==> src/design/egress_pkg.sv <==
package egress_pkg;

    ////////////////////
    // word and field widths
    localparam int WORD_W = 64;
    localparam int PRI_W  = 2;
    localparam int CRC_W  = 32;
    localparam int LEN_W  = 8;

    typedef logic [WORD_W-1:0] word_t;
    typedef logic [PRI_W-1:0]  pri_t;   // higher value wins
    typedef logic [CRC_W-1:0]  crc_t;
    typedef logic [LEN_W-1:0]  len_t;   // payload words, 1..255

    ////////////////////
    // header word layout, bits above 41 unused
    localparam int HDR_PRI_LSB = 0;
    localparam int HDR_PRI_MSB = 1;
    localparam int HDR_CRC_LSB = 2;
    localparam int HDR_CRC_MSB = 33;
    localparam int HDR_LEN_LSB = 34;
    localparam int HDR_LEN_MSB = 41;

    // reflected crc-32, word fed lsb first, no final xor
    localparam crc_t CRC_POLY = 32'hedb8_8320;
    localparam crc_t CRC_INIT = 32'hffff_ffff;

    typedef enum logic [2:0] {
        S_IDLE,
        S_ARB,
        S_HDR_WAIT,
        S_STREAM,
        S_DRAIN
    } sched_state_t;

endpackage

==> src/design/frame_bus_if.sv <==
`timescale 1ns/10ps

interface frame_bus_if;
    import egress_pkg::*;

    word_t data;
    logic  sop;
    logic  eop;
    logic  err;     // crc mismatch, only with eop
    logic  vld;
    logic  credit;  // one pulse per word drained

    modport sender (
        output data, sop, eop, err, vld,
        input  credit
    );

    modport receiver (
        input  data, sop, eop, err, vld,
        output credit
    );

endinterface

==> src/design/egress_fifo.sv <==
`timescale 1ns/10ps

module egress_fifo #(
    parameter int FIFO_DEPTH = 8
) (
    input  logic              clk,
    input  logic              rst_n,
    frame_bus_if.receiver     bus,
    output egress_pkg::word_t out_data,
    output logic              out_sop,
    output logic              out_eop,
    output logic              out_err,
    output logic              out_valid,
    input  logic              out_ready
);
    import egress_pkg::*;

    localparam int AW = $clog2(FIFO_DEPTH);
    localparam int CW = $clog2(FIFO_DEPTH + 1);

    word_t         data_mem [FIFO_DEPTH];
    logic [2:0]    flag_mem [FIFO_DEPTH];  // {err, eop, sop}
    logic [AW-1:0] wr_ptr;
    logic [AW-1:0] rd_ptr;
    logic [CW-1:0] count;
    logic          pop;

    assign out_valid  = (count != '0);
    assign pop        = out_valid && out_ready;
    assign bus.credit = pop;                 // one credit back per word out
    assign out_data   = data_mem[rd_ptr];
    assign {out_err, out_eop, out_sop} = flag_mem[rd_ptr];

    // sender holds a credit for every write, no full check here
    always_ff @(posedge clk) begin
        if (bus.vld) begin
            data_mem[wr_ptr] <= bus.data;
            flag_mem[wr_ptr] <= {bus.err, bus.eop, bus.sop};
        end
    end

    always_ff @(posedge clk or negedge rst_n) begin
        if (!rst_n) begin
            wr_ptr <= '0;
            rd_ptr <= '0;
            count  <= '0;
        end else begin
            if (bus.vld) begin
                wr_ptr <= (wr_ptr == AW'(FIFO_DEPTH - 1)) ? '0 : wr_ptr + 1'b1;
            end
            if (pop) begin
                rd_ptr <= (rd_ptr == AW'(FIFO_DEPTH - 1)) ? '0 : rd_ptr + 1'b1;
            end
            count <= count + CW'(bus.vld) - CW'(pop);
        end
    end

endmodule

==> src/flat_wrapper.sv <==
// flat-port wrapper written by rule: the top's interface ports become plain ports
module egress_fifo_flat import egress_pkg::*;
#(
    parameter int FIFO_DEPTH = 8
)
  (clk, rst_n, out_data, out_sop, out_eop, out_err, out_valid, out_ready, bus_data, bus_sop, bus_eop, bus_err, bus_vld, bus_credit);
  frame_bus_if bus_i ();
  input  logic clk;
  input  logic rst_n;
  output egress_pkg::word_t out_data;
  output logic out_sop;
  output logic out_eop;
  output logic out_err;
  output logic out_valid;
  input  logic out_ready;
  input wire logic [$bits(bus_i.data)-1:0] bus_data;
  input wire logic [$bits(bus_i.sop)-1:0] bus_sop;
  input wire logic [$bits(bus_i.eop)-1:0] bus_eop;
  input wire logic [$bits(bus_i.err)-1:0] bus_err;
  input wire logic [$bits(bus_i.vld)-1:0] bus_vld;
  output wire logic [$bits(bus_i.credit)-1:0] bus_credit;
  assign bus_i.data = bus_data;
  assign bus_i.sop = bus_sop;
  assign bus_i.eop = bus_eop;
  assign bus_i.err = bus_err;
  assign bus_i.vld = bus_vld;
  assign bus_credit = bus_i.credit;
  egress_fifo #(.FIFO_DEPTH(FIFO_DEPTH)) u_core (.clk(clk), .rst_n(rst_n), .bus(bus_i), .out_data(out_data), .out_sop(out_sop), .out_eop(out_eop), .out_err(out_err), .out_valid(out_valid), .out_ready(out_ready));
endmodule
==> config.mk <==
export PLATFORM = sky130hd
export DESIGN_NAME = egress_fifo_flat
export DESIGN_NICKNAME = d
export VERILOG_FILES = /design/src/design/egress_pkg.sv /design/src/design/frame_bus_if.sv /design/src/design/egress_fifo.sv /design/src/flat_wrapper.sv
export SDC_FILE = /design/constraint.sdc
export NUM_CORES = 1
export LEC_CHECK = 0
export BUFFER_PORTS_ARGS = -buffer_cell sky130_fd_sc_hd__buf_2
export CORE_UTILIZATION = 55
export CTS_CLUSTER_DIAMETER = 100
export DETAILED_ROUTE_END_ITERATION = 7
export GPL_ROUTABILITY_DRIVEN = 0
export PLACE_DENSITY = 0.72
export SLEW_MARGIN = 20
export SYNTH_ARGS = -nofsm -noshare
export SYNTH_HDL_FRONTEND = slang
export SYNTH_SLANG_ARGS = --single-unit
==> constraint.sdc <==
create_clock -name clk -period 7.3 [get_ports clk]
set_input_delay 0.73 -clock clk [delete_from_list [all_inputs] [get_ports clk]]
set_output_delay 0.73 -clock clk [all_outputs]
set_load 0.01 [all_outputs]
==> impl_metrics.csv <==
group,metric,value,unit
yosys,seq_area_frac_synth,0.791,
hold_path,min_path_cells,1,
floorplanning,rows,70,
hold_path,hold_path_end,"u_core.flag_mem[5][1]",
power_and_ir_drop,irDropWorstVdd,252,uV
timing,rsz0062_at_grt,"false",
timing,fin_skew,16.0,ps
global_routing,grt_use_met1,0.289,
floorplanning,io_pins,140,
clock_network,htreeDepth,2,
worst_setup_path,rr_worst_depth,4,
route,final_antenna_net_count,0,
yosys,synth_commonest_cells,"edfxtp_1, mux4_2, mux2_2",
worst_setup_path,required,6570,ps
finish,drive_above_1_share,0.419,
global_routing,grt_overflow,0,
clock_network,cts_tree,"yes",
clock_network,cts_buffers,52,
finish,final-instance-count-excl-fill,1511,
yosys,netlist_instances,832,
yosys,syn_area,0.0207,mm^2
route,viasPerCell,5.97,
worst_setup_path,critical_path.reg2reg.endpoint,"u_core.data_mem[4][40]",
finish,nets,1083,
clock_network,worstSkewPairLatency,590,ps
timing,hold_viol,0,
clock_network,clock_sinks,546,
worst_setup_path,worstPathMaxFanout,74,
route,drt_pass1_iterations,5,
timing,fin_ws,3020,ps
placed_design,io_buffers,139,
worst_setup_path,r2r_start,"u_core.wr_ptr[2]",
placed_design,dp_hpwl,19.9,mm
worst_setup_path,r2r_slack,4550,ps
floorplanning,start_util,0.562,
hold_path,min_from,"bus_eop",
power_and_ir_drop,pwr_density_cell,396,mW/mm^2
yosys,yosysUniqueCellTypes,22,
floorplanning,die_x,196,um
timing,worstMarginPinSlew,1070,ps
route,num_vias,9028,
global_routing,grt_use_met2,0.334,
timing,setup_tns,0,ps
finish,fin_util,0.639,
global_routing,antenna_found_initial,6,
finish,syn_to_final_growth,13.8,%
worst_setup_path,worstSetupPathType,"register to output port",
power_and_ir_drop,leakage,7.68,nW
route,drtIter0Drc,675,
clock_network,cts-root-buf,"clkbuf_16",
placed_design,place_inst,1415,
clock_network,cts_buffer_depth,3,
global_routing,grt_busiest_layer,"met2",
hold_path,min_path_type,"input port to register",
timing,fin_crit,4280,ps
worst_setup_path,start_kind,"register",
timing,clock.fmax,234,MHz
yosys,yosys_warnings,0,
clock_network,post_cts_resized,0,
status,status,"complete, no violations",
floorplanning,fp.dieArea,0.0384,mm^2
yosys,syn_area_per_cell,24.8,um^2
global_routing,grt_usage,0.208,
route,post-route-drc-count,0,
yosys,synth_area_leaders,"edfxtp_1, mux4_2, mux2_2",
clock_network,clk_pin_slew,60,ps
yosys,synth_largest_area_cell,"edfxtp_1",
yosys,synth_top_cell_area_share,0.779,
floorplanning,core-area,0.0368,mm^2
global_routing,grt_max_degree,91,
global_routing,gr-usage-met3,0.0488,
yosys,synth_ff_type,"edfxtp_1",
yosys,synth-seq-cells,546,
timing,relSlewSlack,0.285,
global_routing,grt_pass1_vias,9718,
route,drt-total-wl,38.3,mm
worst_setup_path,crit_arrival,3550,ps
yosys,async_flop_share,0.0183,
yosys,syn_nets,913,
worst_setup_path,critPathLaunch,"u_core.rd_ptr[2]",
worst_setup_path,critPathCaptureType,"output port",
flow_run,maxCapViolCount,0,
route,wl_per_cell,25.3,um
floorplanning,fp.dieH,196,um
timing,final-setup-viol-count,0,
finish,fill_cells,2448,
global_routing,grt_pass1_wl,57.9,mm
timing,drv_slew,0,
yosys,synth_most_common_cell,"edfxtp_1",
yosys,synth_edf_count,536,
timing,fin_crit_sh,0.586,
placed_design,dpl_worst_slack,3590,ps
[critical path, stage by stage, from the launching register on]
cell     delay, ps
dfrtp_4       1040
buf_4          930
mux4_2         430
mux2_2         310
buf_2          150
[logic make-up (layout without fill, tap and decap cells)]
| group | after synthesis | after routing | synth area share |
|---|---|---|---|
| AOI/OAI and AO/OA | 3 | 3 | 0.000847 |
| xor gates and xnor gates | 2 | 2 | 0.000848 |
| buffers and inverters | 46 | 254 | 0.0115 |
| and+or+nand+nor | 19 | 19 | 0.00436 |
| adders and majority gates | 10 | 10 | 0.00642 |
| muxes | 206 | 206 | 0.185 |
| DFF | 546 | 546 | 0.791 |
| other | 0 | 3 | 0 |
[worst max-delay path by stage]
| stage | end | slack [ps] | cells past startpoint |
|---|---|---|---|
| after floorplan | u_core.data_mem[0][0] | 1350 | 2 |
| after global placement | out_data[12] | 3590 | 4 |
| after detailed placement | out_data[4] | 3590 | 4 |
| after CTS | out_data[4] | 2950 | 4 |
| after global routing | out_data[1] | 2840 | 4 |
| final | out_data[4] | 3020 | 4 |
[power breakdown]
| part | switching, mW | total (mW) | internal [mW] |
|---|---|---|---|
| combinational | 1.31 | 2.66 | 1.35 |
| clock | 1.07 | 2.46 | 1.39 |
| sequential | 0.266 | 4.20 | 3.93 |
| total | 2.64 | 9.31 | 6.67 |
[metal layers]
metal / vias to the layer above / part of all wire
met4: 6 / 0.017
met5: - / 0.0010
met1: 4833 / 0.43
li1: 3891 / -
met2: 246 / 0.50
met3: 52 / 0.058
[metrics by stage]
step / hold slack (ps) / power (mW) / instance area (um^2)
after floorplan: 434 / 6.11 / 20700
after global placement: 543 / 6.93 / 21900
after detailed placement: 551 / 6.98 / 21900
after CTS: 382 / 9.45 / 23500
after global routing: 395 / 9.73 / 23500
final: 412 / 9.31 / 23500
[repair_timing]
item | in CTS | in global routing
setup buffers | 0 | 0
hold endpoints to repair | 10 | 0
hold buffers | 1 | 0
[registers in the layout, summed over array words and instances (netlist names)]
signal	cells
u_core.count	4
u_core.data_mem	512
u_core.flag_mem	24
u_core.rd_ptr	3
u_core.wr_ptr	3
[placed cells by master, fill, tap and decap left out, types with 4 or more instances in the layout]
master / instances
dfrtp_1: 7
mux4_2: 134
clkbuf_1: 17
edfxtp_1: 536
ha_1: 9
inv_1: 8
nor2_4: 6
clkinv_1: 10
clkbuf_8: 6
clkbuf_16: 53
buf_2: 139
mux2_2: 72
buf_4: 12
nand2_1: 4
[cell type report]
| class | instances | area, um^2 | area share |
|---|---|---|---|
| repair buffers | 154 | 843 | 0.0359 |
| clock buffers | 76 | 1470 | 0.0626 |
| clock inverters | 16 | 81.3 | 0.00346 |
| inverters | 8 | 30.0 | 0.00128 |
| diodes | 3 | 7.51 | 0.000319 |
| multi-input cells | 240 | 4140 | 0.176 |
| well taps | 468 | 586 | 0.0249 |
| flip-flops and latches | 546 | 16400 | 0.695 |
(Power assumes the default switching activity.)
