===== src/design/egress_pkg.sv =====
package egress_pkg;

    ////////////////////
    // word and field widths
    localparam int WORD_W = 64;
    localparam int PRI_W  = 2;
    localparam int CRC_W  = 32;
    localparam int LEN_W  = 8;

    typedef logic [WORD_W-1:0] word_t;
    typedef logic [PRI_W-1:0]  pri_t;   // higher value wins
    typedef logic [CRC_W-1:0]  crc_t;
    typedef logic [LEN_W-1:0]  len_t;   // payload words, 1..255

    ////////////////////
    // header word layout, bits above 41 unused
    localparam int HDR_PRI_LSB = 0;
    localparam int HDR_PRI_MSB = 1;
    localparam int HDR_CRC_LSB = 2;
    localparam int HDR_CRC_MSB = 33;
    localparam int HDR_LEN_LSB = 34;
    localparam int HDR_LEN_MSB = 41;

    // reflected crc-32, word fed lsb first, no final xor
    localparam crc_t CRC_POLY = 32'hedb8_8320;
    localparam crc_t CRC_INIT = 32'hffff_ffff;

    typedef enum logic [2:0] {
        S_IDLE,
        S_ARB,
        S_HDR_WAIT,
        S_STREAM,
        S_DRAIN
    } sched_state_t;

endpackage


===== src/design/frame_bus_if.sv =====
`timescale 1ns/10ps

interface frame_bus_if;
    import egress_pkg::*;

    word_t data;
    logic  sop;
    logic  eop;
    logic  err;     // crc mismatch, only with eop
    logic  vld;
    logic  credit;  // one pulse per word drained

    modport sender (
        output data, sop, eop, err, vld,
        input  credit
    );

    modport receiver (
        input  data, sop, eop, err, vld,
        output credit
    );

endinterface


===== src/design/priority_arbiter.sv =====
`timescale 1ns/10ps

module priority_arbiter #(
    parameter int  NUM_PORTS = 4,
    localparam int PORT_W    = $clog2(NUM_PORTS)
) (
    input  logic                                   clk,
    input  logic                                   rst_n,
    input  logic [NUM_PORTS-1:0]                   req,
    input  logic [NUM_PORTS*egress_pkg::PRI_W-1:0] pri,
    input  logic                                   arb_en,
    output logic [PORT_W-1:0]                      grant,
    output logic                                   grant_vld
);
    import egress_pkg::*;

    logic [PORT_W-1:0] rr_ptr;   // first port looked at on a tie
    pri_t              top_pri;

    // best priority among requesters
    always_comb begin
        top_pri = '0;
        for (int p = 0; p < NUM_PORTS; p++) begin
            if (req[p] && (pri[p*PRI_W +: PRI_W] > top_pri)) begin
                top_pri = pri[p*PRI_W +: PRI_W];
            end
        end
    end

    // scan from rr_ptr, take the first match at top_pri
    always_comb begin
        int idx;
        grant     = '0;
        grant_vld = 1'b0;
        for (int i = 0; i < NUM_PORTS; i++) begin
            idx = int'(rr_ptr) + i;
            if (idx >= NUM_PORTS) begin
                idx = idx - NUM_PORTS;  // wrap
            end
            if (!grant_vld && req[idx] && (pri[idx*PRI_W +: PRI_W] == top_pri)) begin
                grant     = PORT_W'(idx);
                grant_vld = 1'b1;
            end
        end
    end

    always_ff @(posedge clk or negedge rst_n) begin
        if (!rst_n) begin
            rr_ptr <= '0;
        end else if (arb_en && grant_vld) begin
            rr_ptr <= (grant == PORT_W'(NUM_PORTS - 1)) ? '0 : grant + 1'b1;
        end
    end

endmodule


===== src/design/crc32_calc.sv =====
`timescale 1ns/10ps

module crc32_calc (
    input  logic              clk,
    input  logic              rst_n,
    input  logic              clear,
    input  logic              enable,
    input  egress_pkg::word_t data,
    output egress_pkg::crc_t  crc,
    output egress_pkg::crc_t  crc_next
);
    import egress_pkg::*;

    // 64 serial steps unrolled, bit 0 of the word first
    always_comb begin
        crc_t c;
        c = crc;
        for (int i = 0; i < WORD_W; i++) begin
            if (c[0] ^ data[i]) begin
                c = (c >> 1) ^ CRC_POLY;
            end else begin
                c = c >> 1;
            end
        end
        crc_next = c;
    end

    always_ff @(posedge clk or negedge rst_n) begin
        if (!rst_n) begin
            crc <= CRC_INIT;
        end else if (clear) begin
            crc <= CRC_INIT;   // start of a new frame
        end else if (enable) begin
            crc <= crc_next;
        end
    end

endmodule


===== src/design/frame_scheduler.sv =====
`timescale 1ns/10ps

module frame_scheduler #(
    parameter int  NUM_PORTS  = 4,
    parameter int  FIFO_DEPTH = 8,
    localparam int PORT_W     = $clog2(NUM_PORTS)
) (
    input  logic                                   clk,
    input  logic                                   rst_n,
    input  logic [NUM_PORTS-1:0]                   frame_avail,
    input  logic [NUM_PORTS*egress_pkg::PRI_W-1:0] head_pri,
    output logic                                   rd_en,
    output logic [PORT_W-1:0]                      rd_sel,
    input  egress_pkg::word_t                      rd_data,
    frame_bus_if.sender                            bus
);
    import egress_pkg::*;

    localparam int CRD_W = $clog2(FIFO_DEPTH + 1);

    sched_state_t      state;
    logic [PORT_W-1:0] grant;
    logic              grant_vld;
    logic [PORT_W-1:0] cur_port;    // port being served
    len_t              frame_len;
    crc_t              hdr_crc;
    len_t              issued;      // payload reads sent
    len_t              landed;      // payload words on the bus
    logic [CRD_W-1:0]  credits;
    logic              rd_pend;     // payload read from last cycle lands now
    logic              pay_rd;
    logic              last_rd;
    crc_t              crc_next;

    priority_arbiter #(
        .NUM_PORTS (NUM_PORTS)
    ) i_arbiter (
        .clk       (clk),
        .rst_n     (rst_n),
        .req       (frame_avail),
        .pri       (head_pri),
        .arb_en    (state == S_ARB),
        .grant     (grant),
        .grant_vld (grant_vld)
    );

    crc32_calc i_crc (
        .clk      (clk),
        .rst_n    (rst_n),
        .clear    (state == S_HDR_WAIT),
        .enable   (bus.vld),
        .data     (rd_data),
        .crc      (),
        .crc_next (crc_next)
    );

    ////////////////////
    // bank reads
    always_comb begin
        rd_en  = 1'b0;
        rd_sel = cur_port;
        case (state)
            S_ARB: begin
                rd_en  = grant_vld;  // header, same cycle as the grant latch
                rd_sel = grant;
            end
            S_STREAM: begin
                // a credit coming back this cycle counts too
                rd_en = (credits != '0) || bus.credit;
            end
            default: begin
                rd_en = 1'b0;
            end
        endcase
    end

    assign pay_rd  = rd_en && (state == S_STREAM);
    assign last_rd = (issued == frame_len - 1'b1);

    ////////////////////
    // bus side, word lands one cycle after its read
    assign bus.vld  = rd_pend;
    assign bus.data = rd_data;
    assign bus.sop  = rd_pend && (landed == '0);
    assign bus.eop  = rd_pend && (landed == frame_len - 1'b1);
    assign bus.err  = bus.eop && (crc_next != hdr_crc);

    always_ff @(posedge clk or negedge rst_n) begin
        if (!rst_n) begin
            state     <= S_IDLE;
            cur_port  <= '0;
            frame_len <= '0;
            issued    <= '0;
            landed    <= '0;
            credits   <= CRD_W'(FIFO_DEPTH);
            rd_pend   <= 1'b0;
        end else begin
            rd_pend <= pay_rd;
            // credit taken at the read, the word follows next cycle
            credits <= credits - CRD_W'(pay_rd) + CRD_W'(bus.credit);
            if (pay_rd) begin
                issued <= issued + 1'b1;
            end
            if (bus.vld) begin
                landed <= landed + 1'b1;
            end

            case (state)
                S_IDLE: begin
                    if (|frame_avail) begin
                        state <= S_ARB;
                    end
                end
                S_ARB: begin
                    if (grant_vld) begin
                        cur_port <= grant;
                        state    <= S_HDR_WAIT;
                    end else begin
                        state <= S_IDLE;
                    end
                end
                S_HDR_WAIT: begin
                    frame_len <= rd_data[HDR_LEN_MSB:HDR_LEN_LSB];
                    issued    <= '0;
                    landed    <= '0;
                    state     <= S_STREAM;
                end
                S_STREAM: begin
                    if (pay_rd && last_rd) begin
                        state <= S_DRAIN;
                    end
                end
                S_DRAIN: begin
                    if (bus.eop) begin
                        state <= S_IDLE;   // last word is on the bus
                    end
                end
                default: begin
                    state <= S_IDLE;
                end
            endcase
        end
    end

    always_ff @(posedge clk) begin
        if (state == S_HDR_WAIT) begin
            hdr_crc <= rd_data[HDR_CRC_MSB:HDR_CRC_LSB];
        end
    end

endmodule


===== src/flat_wrapper.sv =====
// flat-port wrapper written by rule: the top's interface ports become plain ports
module frame_scheduler_flat import egress_pkg::*;
#(
    parameter int  NUM_PORTS  = 4,
    parameter int  FIFO_DEPTH = 8,
    localparam int PORT_W     = $clog2(NUM_PORTS)
)
  (clk, rst_n, frame_avail, head_pri, rd_en, rd_sel, rd_data, bus_data, bus_sop, bus_eop, bus_err, bus_vld, bus_credit);
  frame_bus_if bus_i ();
  input  logic clk;
  input  logic rst_n;
  input  logic [NUM_PORTS-1:0] frame_avail;
  input  logic [NUM_PORTS*egress_pkg::PRI_W-1:0] head_pri;
  output logic rd_en;
  output logic [PORT_W-1:0] rd_sel;
  input  egress_pkg::word_t rd_data;
  output wire logic [$bits(bus_i.data)-1:0] bus_data;
  output wire logic [$bits(bus_i.sop)-1:0] bus_sop;
  output wire logic [$bits(bus_i.eop)-1:0] bus_eop;
  output wire logic [$bits(bus_i.err)-1:0] bus_err;
  output wire logic [$bits(bus_i.vld)-1:0] bus_vld;
  input wire logic [$bits(bus_i.credit)-1:0] bus_credit;
  assign bus_data = bus_i.data;
  assign bus_sop = bus_i.sop;
  assign bus_eop = bus_i.eop;
  assign bus_err = bus_i.err;
  assign bus_vld = bus_i.vld;
  assign bus_i.credit = bus_credit;
  frame_scheduler #(.NUM_PORTS(NUM_PORTS), .FIFO_DEPTH(FIFO_DEPTH)) u_core (.clk(clk), .rst_n(rst_n), .frame_avail(frame_avail), .head_pri(head_pri), .rd_en(rd_en), .rd_sel(rd_sel), .rd_data(rd_data), .bus(bus_i));
endmodule

===== config.mk =====
export PLATFORM = sky130hd
export DESIGN_NAME = frame_scheduler_flat
export DESIGN_NICKNAME = d
export VERILOG_FILES = /design/src/design/egress_pkg.sv /design/src/design/frame_bus_if.sv /design/src/design/priority_arbiter.sv /design/src/design/crc32_calc.sv /design/src/design/frame_scheduler.sv /design/src/flat_wrapper.sv
export SDC_FILE = /design/constraint.sdc
export NUM_CORES = 1
export LEC_CHECK = 0
export BUFFER_PORTS_ARGS = -buffer_cell sky130_fd_sc_hd__clkbuf_2
export CELL_PAD_IN_SITES_DETAIL_PLACEMENT = 1
export CELL_PAD_IN_SITES_GLOBAL_PLACEMENT = 2
export CORE_MARGIN = 2
export CORE_UTILIZATION = 45
export CTS_CLUSTER_DIAMETER = 200
export DETAILED_ROUTE_END_ITERATION = 7
export PLACE_DENSITY = 0.9
export SKIP_LAST_GASP = 1
export SLEW_MARGIN = 0
export SYNTH_ARGS = -nofsm -noshare
export SYNTH_HDL_FRONTEND = slang
export SYNTH_SLANG_ARGS = --single-unit

===== constraint.sdc =====
create_clock -name clk -period 17.5 [get_ports clk]
set_clock_uncertainty 0.05 [all_clocks]
set_input_delay 1.75 -clock clk [delete_from_list [all_inputs] [get_ports clk]]
set_output_delay 1.75 -clock clk [all_outputs]
set_load 0.02 [all_outputs]

==> results of run 1 <==
[cell type report]
cell class | count | area [um^2] | area share [%]
repair buffers | 153 | 776 | 5.17
inverters | 25 | 93.8 | 0.625
flip-flops and latches | 100 | 2710 | 18.0
clock buffers | 9 | 225 | 1.50
well taps | 396 | 495 | 3.30
clock inverters | 7 | 70.1 | 0.467
multi-input cells | 960 | 10600 | 70.9
[tightest hold or removal path: stages, from the launching register on]
cell and delay [ns]:
dfrtp_1 0.37, nand2_1 0.06, nand2_1 0.06
[metrics by stage]
step	hold WS, ns	utilization (%)
5_1_grt	0.506	49.1
3_3_place_gp	0.440	48.1
3_5_place_dp	0.449	48.1
6_report	0.470	49.1
2_1_floorplan	0.411	-
4_1_cts	0.474	49.1
[cells by family (layout without fill, tap and decap cells)]
group,after synthesis,in the layout,share of synthesized area [%]
adders and majority gates,18,18,1.66
and+or+nand+nor,220,220,7.40
muxes,21,21,2.24
DFF,100,100,19.3
buffers and inverters,112,194,4.73
xor gates and xnor gates,610,610,60.8
AOI/OAI and AO/OA,91,91,3.87
[cell usage after synthesis, types with 12 or more instances]
library cell / number
a21oi_1: 14
buf_4: 64
clkbuf_1: 19
dfrtp_1: 35
dfstp_2: 33
edfxtp_1: 32
ha_1: 17
inv_1: 24
nand2_1: 100
nor2_1: 39
o21ai_0: 52
xnor2_1: 262
xnor2_2: 24
xnor2_4: 12
xnor3_1: 149
xnor3_2: 15
xor2_1: 111
xor3_1: 22
[how the worst min path moves through the flow]
stage / cells after the start / start / slack (ns) / endpoint
after CTS: 2 / u_core.frame_len[7]$_DFFE_PN0P_ / 0.47 / u_core.frame_len[7]$_DFFE_PN0P_
after global placement: 2 / u_core.frame_len[7]$_DFFE_PN0P_ / 0.44 / u_core.frame_len[7]$_DFFE_PN0P_
after detailed placement: 2 / u_core.frame_len[7]$_DFFE_PN0P_ / 0.45 / u_core.frame_len[7]$_DFFE_PN0P_
after floorplan: 1 / u_core.state[2]$_DFFE_PN0P_ / 0.41 / u_core.state[0]$_DFFE_PN0P_
after global routing: 2 / u_core.frame_len[5]$_DFFE_PN0P_ / 0.51 / u_core.frame_len[5]$_DFFE_PN0P_
final: 2 / u_core.frame_len[7]$_DFFE_PN0P_ / 0.47 / u_core.frame_len[7]$_DFFE_PN0P_
[sequential cells by signal, summed over array words and instances, names as in the netlist, named ones only]
signal	cells
u_core.cur_port	2
u_core.frame_len	8
u_core.i_arbiter.rr_ptr	1
u_core.landed	8
u_core.hdr_crc	32
u_core.i_crc.crc	32
u_core.state	3
u_core.issued	8
u_core.credits	4
u_core.bus.vld	1
[routing by layer]
layer  vias up  routed length [um]  global-route usage (%)
li1       4074                   -                       -
met2       296               19900                    42.2
met4         0                1140                    7.42
met3        51                1980                    2.89
met1      4600               17900                    34.7
met5         -                   0                       0
==> results.toml, run 1 <==
[routing]
drt-initial-drc-count = 553
routedWlPerCell_um = 24.8
drc_errors = 0
wirelength_um = 40900
drtAntennaViolNets = 0
vias = 9021
via_per_inst = 5.47
drt_first_pass_iters = 6

[yosys]
ys_seq_area_share_pct = 19.3
ys_types = 61
yosysWarnings = 0
synthDominantCellAreaShare_pct = 24.0
synth_area_leaders = "xnor3_1 (24%), xnor2_1 (16%), xor2_1 (6.9%)"
yosysTopAreaCell = "xnor3_1"
syn_inst = 1172
syn_avg_cell_area_um2 = 12.0
synthesis.area_um2 = 14000
yosys_most_used_dff = "dfrtp_1"
synthArstFlopShare_pct = 68.0
ys_ff_latch = 100
synthesis.nets = 1269
synth_edf_count = 32

[critical_path]
crit_family = "XOR/XNOR gates"
crit_end = "bus_err"
worstPathMaxFanout = 14
crit_type = "primary input to primary output"
arrival_ns = 9.73
startpoint_type = "primary input"
crit_chain = "clkbuf_2 -> xnor2_1 -> xnor3_1 -> xor2_1 -> xor2_1 -> xnor3_2 -> xnor3_1 -> xnor3_1 -> xnor2_1 -> xnor3_1 -> xor3_2 -> xnor2_2 -> xnor2_4 -> xnor3_1 -> a2111o_1 -> a2111o_1 -> nor4_1 -> a31oi_1 -> clkbuf_2"
cp_num_cells = 19
cp_num_buf_inv = 2
cpMostUsedCell = "xnor3_1"
reg2reg_to = "u_core.i_crc.crc[21]$_DFFE_PN1P_"
cp.required_ns = 15.70
cp_slowest_cell = "xnor2_1"
slowest_delay_ns = 0.81
rr_startpoint = "u_core.i_crc.crc[14]$_DFFE_PN1P_"
reg2reg_depth = 17
rrSetupSlack_ns = 9.83
cp-end-kind = "primary output"
startpoint = "rd_data[14]"

[timing]
hold_viol_final = 0
min_period_ns = 11.53
report.final.slew_viol_count = 0
relSlewSlack_pct = 30.6
setup_viol = 0
setup_ws_ns = 5.97
worstMarginPinSlew_ns = 1.03
finalCritPeriodShare_pct = 65.9
tns_ns = 0
fmax_mhz = 86.7
rsz0062_at_grt = "no"

[job]
maxCapViolCount = 0

[cells_and_area]
final_common_cell = "xnor2_1"
num-fill-cells = 3233
syn_to_final_growth_pct = 7.14
layout_common_cells = "xnor2_1 (262), xnor3_1 (149), clkbuf_2 (148), xor2_1 (111), nand2_1 (100)"
fin_area_um2 = 15000
nets = 1346
layout-drive-gt1-share_pct = 23.0
diodes = 0
final-instance-count-excl-fill = 1650

[global_routing]
grt_pass1_vias = 9575
grt_max_degree = 69
grt_usage_pct = 25.2
grt_first_pass_wirelength_um = 61600
antenna_found_initial = 1
grt_overflow = 0

[die]
pin_count = 150
start_util_pct = 45.8
die_h_um = 180
num_rows = 64
design.die.area_um2 = 32600
die_w_um = 180
core_area_um2 = 30600

[clocking]
htree_levels = 3
worstSkewPairLatency_ns = 0.36
hold_buffers = 0
postCtsSetupBuffers = 0
cts_num_sinks = 100
root_buffer = "clkbuf_16"
tritoncts = "built"
path_clk_slew_ns = 0.08
max-clock-path-buffers = 2
cts.repair.resized = 0
cts_buffers = 9

[place]
hpwl_um = 33400
pre_cts_ws_ns = 6.08
place_area_um2 = 14700
port_buffers = 149
gp_congestion = 0.914
placed_cells = 1634

[hold_path]
hp-class = "flop to flop"

[outcome]
status = "finished clean"
Power of run 1 is not shown: default switching activity piles up to over one toggle a cycle in this logic, so the estimate is an artifact.
==> run 2: changes to the inputs <==
--- a/config.mk
+++ b/config.mk
@@ -9,10 +9,10 @@
 export CELL_PAD_IN_SITES_DETAIL_PLACEMENT = 1
 export CELL_PAD_IN_SITES_GLOBAL_PLACEMENT = 2
 export CORE_MARGIN = 2
-export CORE_UTILIZATION = 45
+export CORE_UTILIZATION = 42
 export CTS_CLUSTER_DIAMETER = 200
 export DETAILED_ROUTE_END_ITERATION = 7
-export PLACE_DENSITY = 0.9
+export PLACE_DENSITY = 0.85
 export SKIP_LAST_GASP = 1
 export SLEW_MARGIN = 0
 export SYNTH_ARGS = -nofsm -noshare
==> constraint.sdc (replaced) <==
create_clock -name clk -period 11.96 [get_ports clk]
set_clock_uncertainty 0.05 [all_clocks]
set_input_delay 1.196 -clock clk [delete_from_list [all_inputs] [get_ports clk]]
set_output_delay 1.196 -clock clk [all_outputs]
set_load 0.02 [all_outputs]
==> run 2 against run 1 <==
  * Core utilization decreased by 3.0 points
  * First-iteration DRC count decreased by 3.3%
  * Final area increased by 0.44%
  * Routed wire length decreased by 0.42%
  * Global-route usage decreased by 1.8 points
  * Clock-buffer cell count increased by 3
  * Non-clock buffer count increased by 1
  * Critical path type unchanged
  * Critical endpoint unchanged
==> results.toml, run 2 (synthesized netlist as in run 1, its figures left out) <==
[critical_path]
reg2reg_depth = 17
reg2reg_to = "u_core.i_crc.crc[21]$_DFFE_PN1P_"
arrival_ns = 9.19
crit_type = "primary input to primary output"
cp-end-kind = "primary output"
rr_startpoint = "u_core.i_crc.crc[5]$_DFFE_PN1P_"
cp.required_ns = 10.71
rrSetupSlack_ns = 4.32
startpoint_type = "primary input"
worstPathMaxFanout = 14

[timing]
min_period_ns = 10.44
rsz0062_at_grt = "no"
finalCritPeriodShare_pct = 87.3
relSlewSlack_pct = 33.2
setup_viol = 0
fmax_mhz = 95.8
report.final.slew_viol_count = 0
hold_viol_final = 0
tns_ns = 0
worstMarginPinSlew_ns = 0.995

[global_routing]
grt_first_pass_wirelength_um = 61200
antenna_found_initial = 0
grt_pass1_vias = 9395
grt_overflow = 0
grt_max_degree = 69
grt_usage_pct = 23.5

[die]
die_w_um = 187
num_rows = 66
pin_count = 150
core_area_um2 = 32700
start_util_pct = 42.8
die_h_um = 187
design.die.area_um2 = 34800

[cells_and_area]
diodes = 0
syn_to_final_growth_pct = 7.61
layout_common_cells = "xnor2_1 (262), xnor3_1 (149), clkbuf_2 (148), xor2_1 (111), nand2_1 (100)"
layout-drive-gt1-share_pct = 22.9
reg.largest.list = "u_core.hdr_crc (32), u_core.i_crc.crc (32)"
final-instance-count-excl-fill = 1697
nets = 1347
final_common_cell = "xnor2_1"

[hold_path]
hp-start = "u_core.state[2]$_DFFE_PN0P_"
holdPathEnd = "u_core.state[0]$_DFFE_PN0P_"
hold_depth = 1
hp-class = "flop to flop"

[routing]
drtAntennaViolNets = 0
via_per_inst = 5.27
drt_first_pass_iters = 5
drc_errors = 0
drt-initial-drc-count = 535
wirelength_um = 40700
routedWlPerCell_um = 24.0
vias = 8935

[clocking]
htree_levels = 3
tritoncts = "built"
postCtsSetupBuffers = 0
cts.repair.resized = 0
cts_num_sinks = 100
worstSkewPairLatency_ns = 0.36
cts_buffers = 9
root_buffer = "clkbuf_16"
path_clk_slew_ns = 0.07
max-clock-path-buffers = 2
hold_buffers = 0

[outcome]
status = "finished clean"

[place]
placed_cells = 1681
gp_congestion = 0.938
hpwl_um = 33500
port_buffers = 149

[job]
maxCapViolCount = 0
## run 2: worst max-delay path by stage
| stage | to | startpoint | slack (ns) | depth (start not counted) |
|---|---|---|---|---|
| global route | bus_err | rd_data[3] | 1.18 | 19 |
| CTS | bus_err | rd_data[14] | 1.52 | 19 |
| finish | bus_err | rd_data[3] | 1.52 | 19 |
| floorplan | bus_err | rd_data[3] | 3.32 | 17 |
| global placement | bus_err | rd_data[14] | 1.59 | 19 |
| detailed placement | bus_err | rd_data[3] | 1.57 | 19 |
## run 2: per-stage QoR
stage	util (%)	hold WS [ns]	setup slack [ns]	area, um^2
finish	46.1	0.456	1.52	15100
global route	46.1	0.508	1.18	15100
CTS	46.1	0.458	1.52	15100
detailed placement	45.2	0.445	1.57	14800
global placement	45.2	0.442	1.59	14800
floorplan	-	0.411	3.32	14000
## run 2: final cells by class
class / instances / area [um^2]
Multi-Input combinational cell: 960 / 10600
Fill cell: 3526 / 17600
Tap cell: 442 / 553
Clock inverter: 4 / 28.8
Inverter: 25 / 93.8
Timing Repair Buffer: 154 / 783
Clock buffer: 12 / 268
Sequential cell: 100 / 2710
## run 2: layer usage
| metal | wire length (um) | global-route usage [%] | vias up |
|---|---|---|---|
| met5 | 0 | 0 | - |
| met4 | 1220 | 7.30 | 0 |
| met3 | 1720 | 2.76 | 53 |
| met2 | 19700 | 39.3 | 242 |
| met1 | 18100 | 31.9 | 4566 |
| li1 | - | - | 4074 |
## run 2: worst max-delay path, cell delays in order
cell and delay, ns:
clkbuf_2 0.15, xnor2_1 0.66, xnor3_1 0.56, xnor3_2 0.45, xnor2_2 0.46, xnor3_2 0.58, xnor3_1 0.53, xnor3_2 0.56
xnor3_1 0.49, xor3_1 0.44, xor3_2 0.34, xnor2_2 0.77, xnor2_4 0.26, xnor3_1 0.38, a2111o_1 0.39, a2111o_1 0.31
nor4_1 0.28, a31oi_1 0.17, clkbuf_2 0.20
Power of run 2 is left out for the same reason.
==> run 3: changes to the inputs <==
--- a/config.mk
+++ b/config.mk
@@ -13,6 +13,7 @@
 export CTS_CLUSTER_DIAMETER = 200
 export DETAILED_ROUTE_END_ITERATION = 7
 export PLACE_DENSITY = 0.85
+export RECOVER_POWER = 100
 export SKIP_LAST_GASP = 1
 export SLEW_MARGIN = 0
 export SYNTH_ARGS = -nofsm -noshare
==> run 3 against run 2 <==
  * The flow now finishes with violations (capacitance limit, slew limit)
  * Largest cell class unchanged
  * Non-clock buffer count unchanged
  * Core utilization down 0.55 points
  * Via count about the same
  * Setup slack worse by 0.50 ns
==> results.toml, run 3 (synthesized netlist as in run 1, its figures left out) <==
[outcome]
status = "complete, but fails checks"
violations = "capacitance limit, slew limit"

[global_routing]
grt_max_degree = 69
grt_pass1_vias = 9395
grt_usage_pct = 23.5
antenna_found_initial = 0
grt_first_pass_wirelength_um = 61200
grt_overflow = 0

[clocking]
cts.repair.resized = 0
max-clock-path-buffers = 2
cts_num_sinks = 100
root_buffer = "clkbuf_16"
htree_levels = 3
path_clk_slew_ns = 0.08
hold_buffers = 0
worstSkewPairLatency_ns = 0.36
tritoncts = "built"
cts_buffers = 9
postCtsSetupBuffers = 0

[critical_path]
cp_slowest_cell = "xnor2_1"
cpMostUsedCell = "xnor3_1"
worstPathMaxFanout = 14
cp.required_ns = 10.71
arrival_ns = 9.69
crit_type = "primary input to primary output"
crit_chain = "clkbuf_1 -> xnor2_1 -> xnor3_1 -> xnor3_1 -> xnor2_4 -> xnor3_1 -> xnor2_4 -> xnor3_1 -> xor2_1 -> xnor2_4 -> xor3_1 -> xnor2_2 -> xnor2_4 -> xnor3_1 -> a2111o_1 -> a2111o_1 -> nor4_1 -> a31oi_1 -> clkbuf_1"
cp-end-kind = "primary output"
slowest_delay_ns = 0.85
startpoint_type = "primary input"

[routing]
via_per_inst = 5.26
drt_first_pass_iters = 5
drtAntennaViolNets = 0
drc_errors = 0
wirelength_um = 40700
routedWlPerCell_um = 24.0
met1_length_um = 18200
vias = 8928
wl_met3_um = 1730
top_layer = "met4"
routed-wl-met2_um = 19600
drt-initial-drc-count = 542

[hold_path]
hp-class = "flop to flop"

[timing]
fmax_mhz = 91.4
min_period_ns = 10.94
relSlewSlack_pct = -161
tns_ns = 0
worstMarginPinSlew_ns = 3.92
setup_viol = 0
finalCritPeriodShare_pct = 91.4
rsz0062_at_grt = "no"
report.final.slew_viol_count = 217
hold_viol_final = 0

[place]
port_buffers = 149
hpwl_um = 33500
gp_congestion = 0.938

[die]
num_rows = 66
pin_count = 150
start_util_pct = 42.8
die_w_um = 187
core_area_um2 = 32700
die_h_um = 187
design.die.area_um2 = 34800

[cells_and_area]
nets = 1347
multiInputGateArea_um2 = 10600
regArea_um2 = 2710
num-fill-cells = 3580
final_common_cell = "xnor2_1"
reg.largest.list = "u_core.hdr_crc (32), u_core.i_crc.crc (32)"
layout_common_cells = "xnor2_1 (264), xnor3_1 (153), xor2_1 (113), clkbuf_1 (108), nand2_1 (100)"
layout-drive-gt1-share_pct = 13.5
diodes = 0
syn_to_final_growth_pct = 6.33

[job]
maxCapViolCount = 4
## run 3: changes by cell type in the layout (fill, tap and decap cells not counted), sizes merged
cell / change
buf: -3
clkbuf: +3
## run 3: cell type report
cell class	instances	area share, %
clock inverters	4	0.193
multi-input cells	960	71.2
repair buffers	154	4.31
flip-flops and latches	100	18.2
well taps	442	3.71
clock buffers	12	1.80
inverters	25	0.630
## run 3: final timing paths
path	start	endpoint	slack, ns	depth (start not counted)
hold / removal	u_core.frame_len[7]$_DFFE_PN0P_	u_core.frame_len[7]$_DFFE_PN0P_	0.46	2
hold reg to reg	u_core.frame_len[7]$_DFFE_PN0P_	u_core.frame_len[7]$_DFFE_PN0P_	0.46	2
setup reg to reg	u_core.i_crc.crc[4]$_DFFE_PN1P_	u_core.i_crc.crc[21]$_DFFE_PN1P_	3.85	17
setup / recovery	rd_data[4]	bus_err	1.02	19
min in group asynchronous	rst_n	u_core.credits[0]$_DFF_PN0_	2.28	2
max in group asynchronous	rst_n	u_core.bus.vld$_DFF_PN0_	7.10	2
## run 3: worst max-delay path, delay by kind of cell
family	cells	cell delay [ns]
AO/OA/AOI/OAI	3	0.87
AND/OR/NAND/NOR	1	0.28
buffers and inverters	2	0.38
XOR/XNOR	13	6.93
## run 3: per-stage QoR
stage,setup WS [ns],cells,utilization [%],hold WS (ns),instance area [um^2]
floorplan,3.32,1172,-,0.411,14000
detailed placement,1.57,1681,45.2,0.445,14800
global route,0.606,1697,45.5,0.508,14900
global placement,1.59,1681,45.2,0.442,14800
CTS,1.52,1697,46.1,0.458,15100
finish,1.02,1697,45.5,0.464,14900
## run 3: per-layer routing
metal	vias to the layer above	GRT usage, %
li1	4066	-
met5	-	0
met4	0	7.30
met2	252	39.3
met1	4557	31.9
met3	53	2.76
Power of run 3 is left out for the same reason.
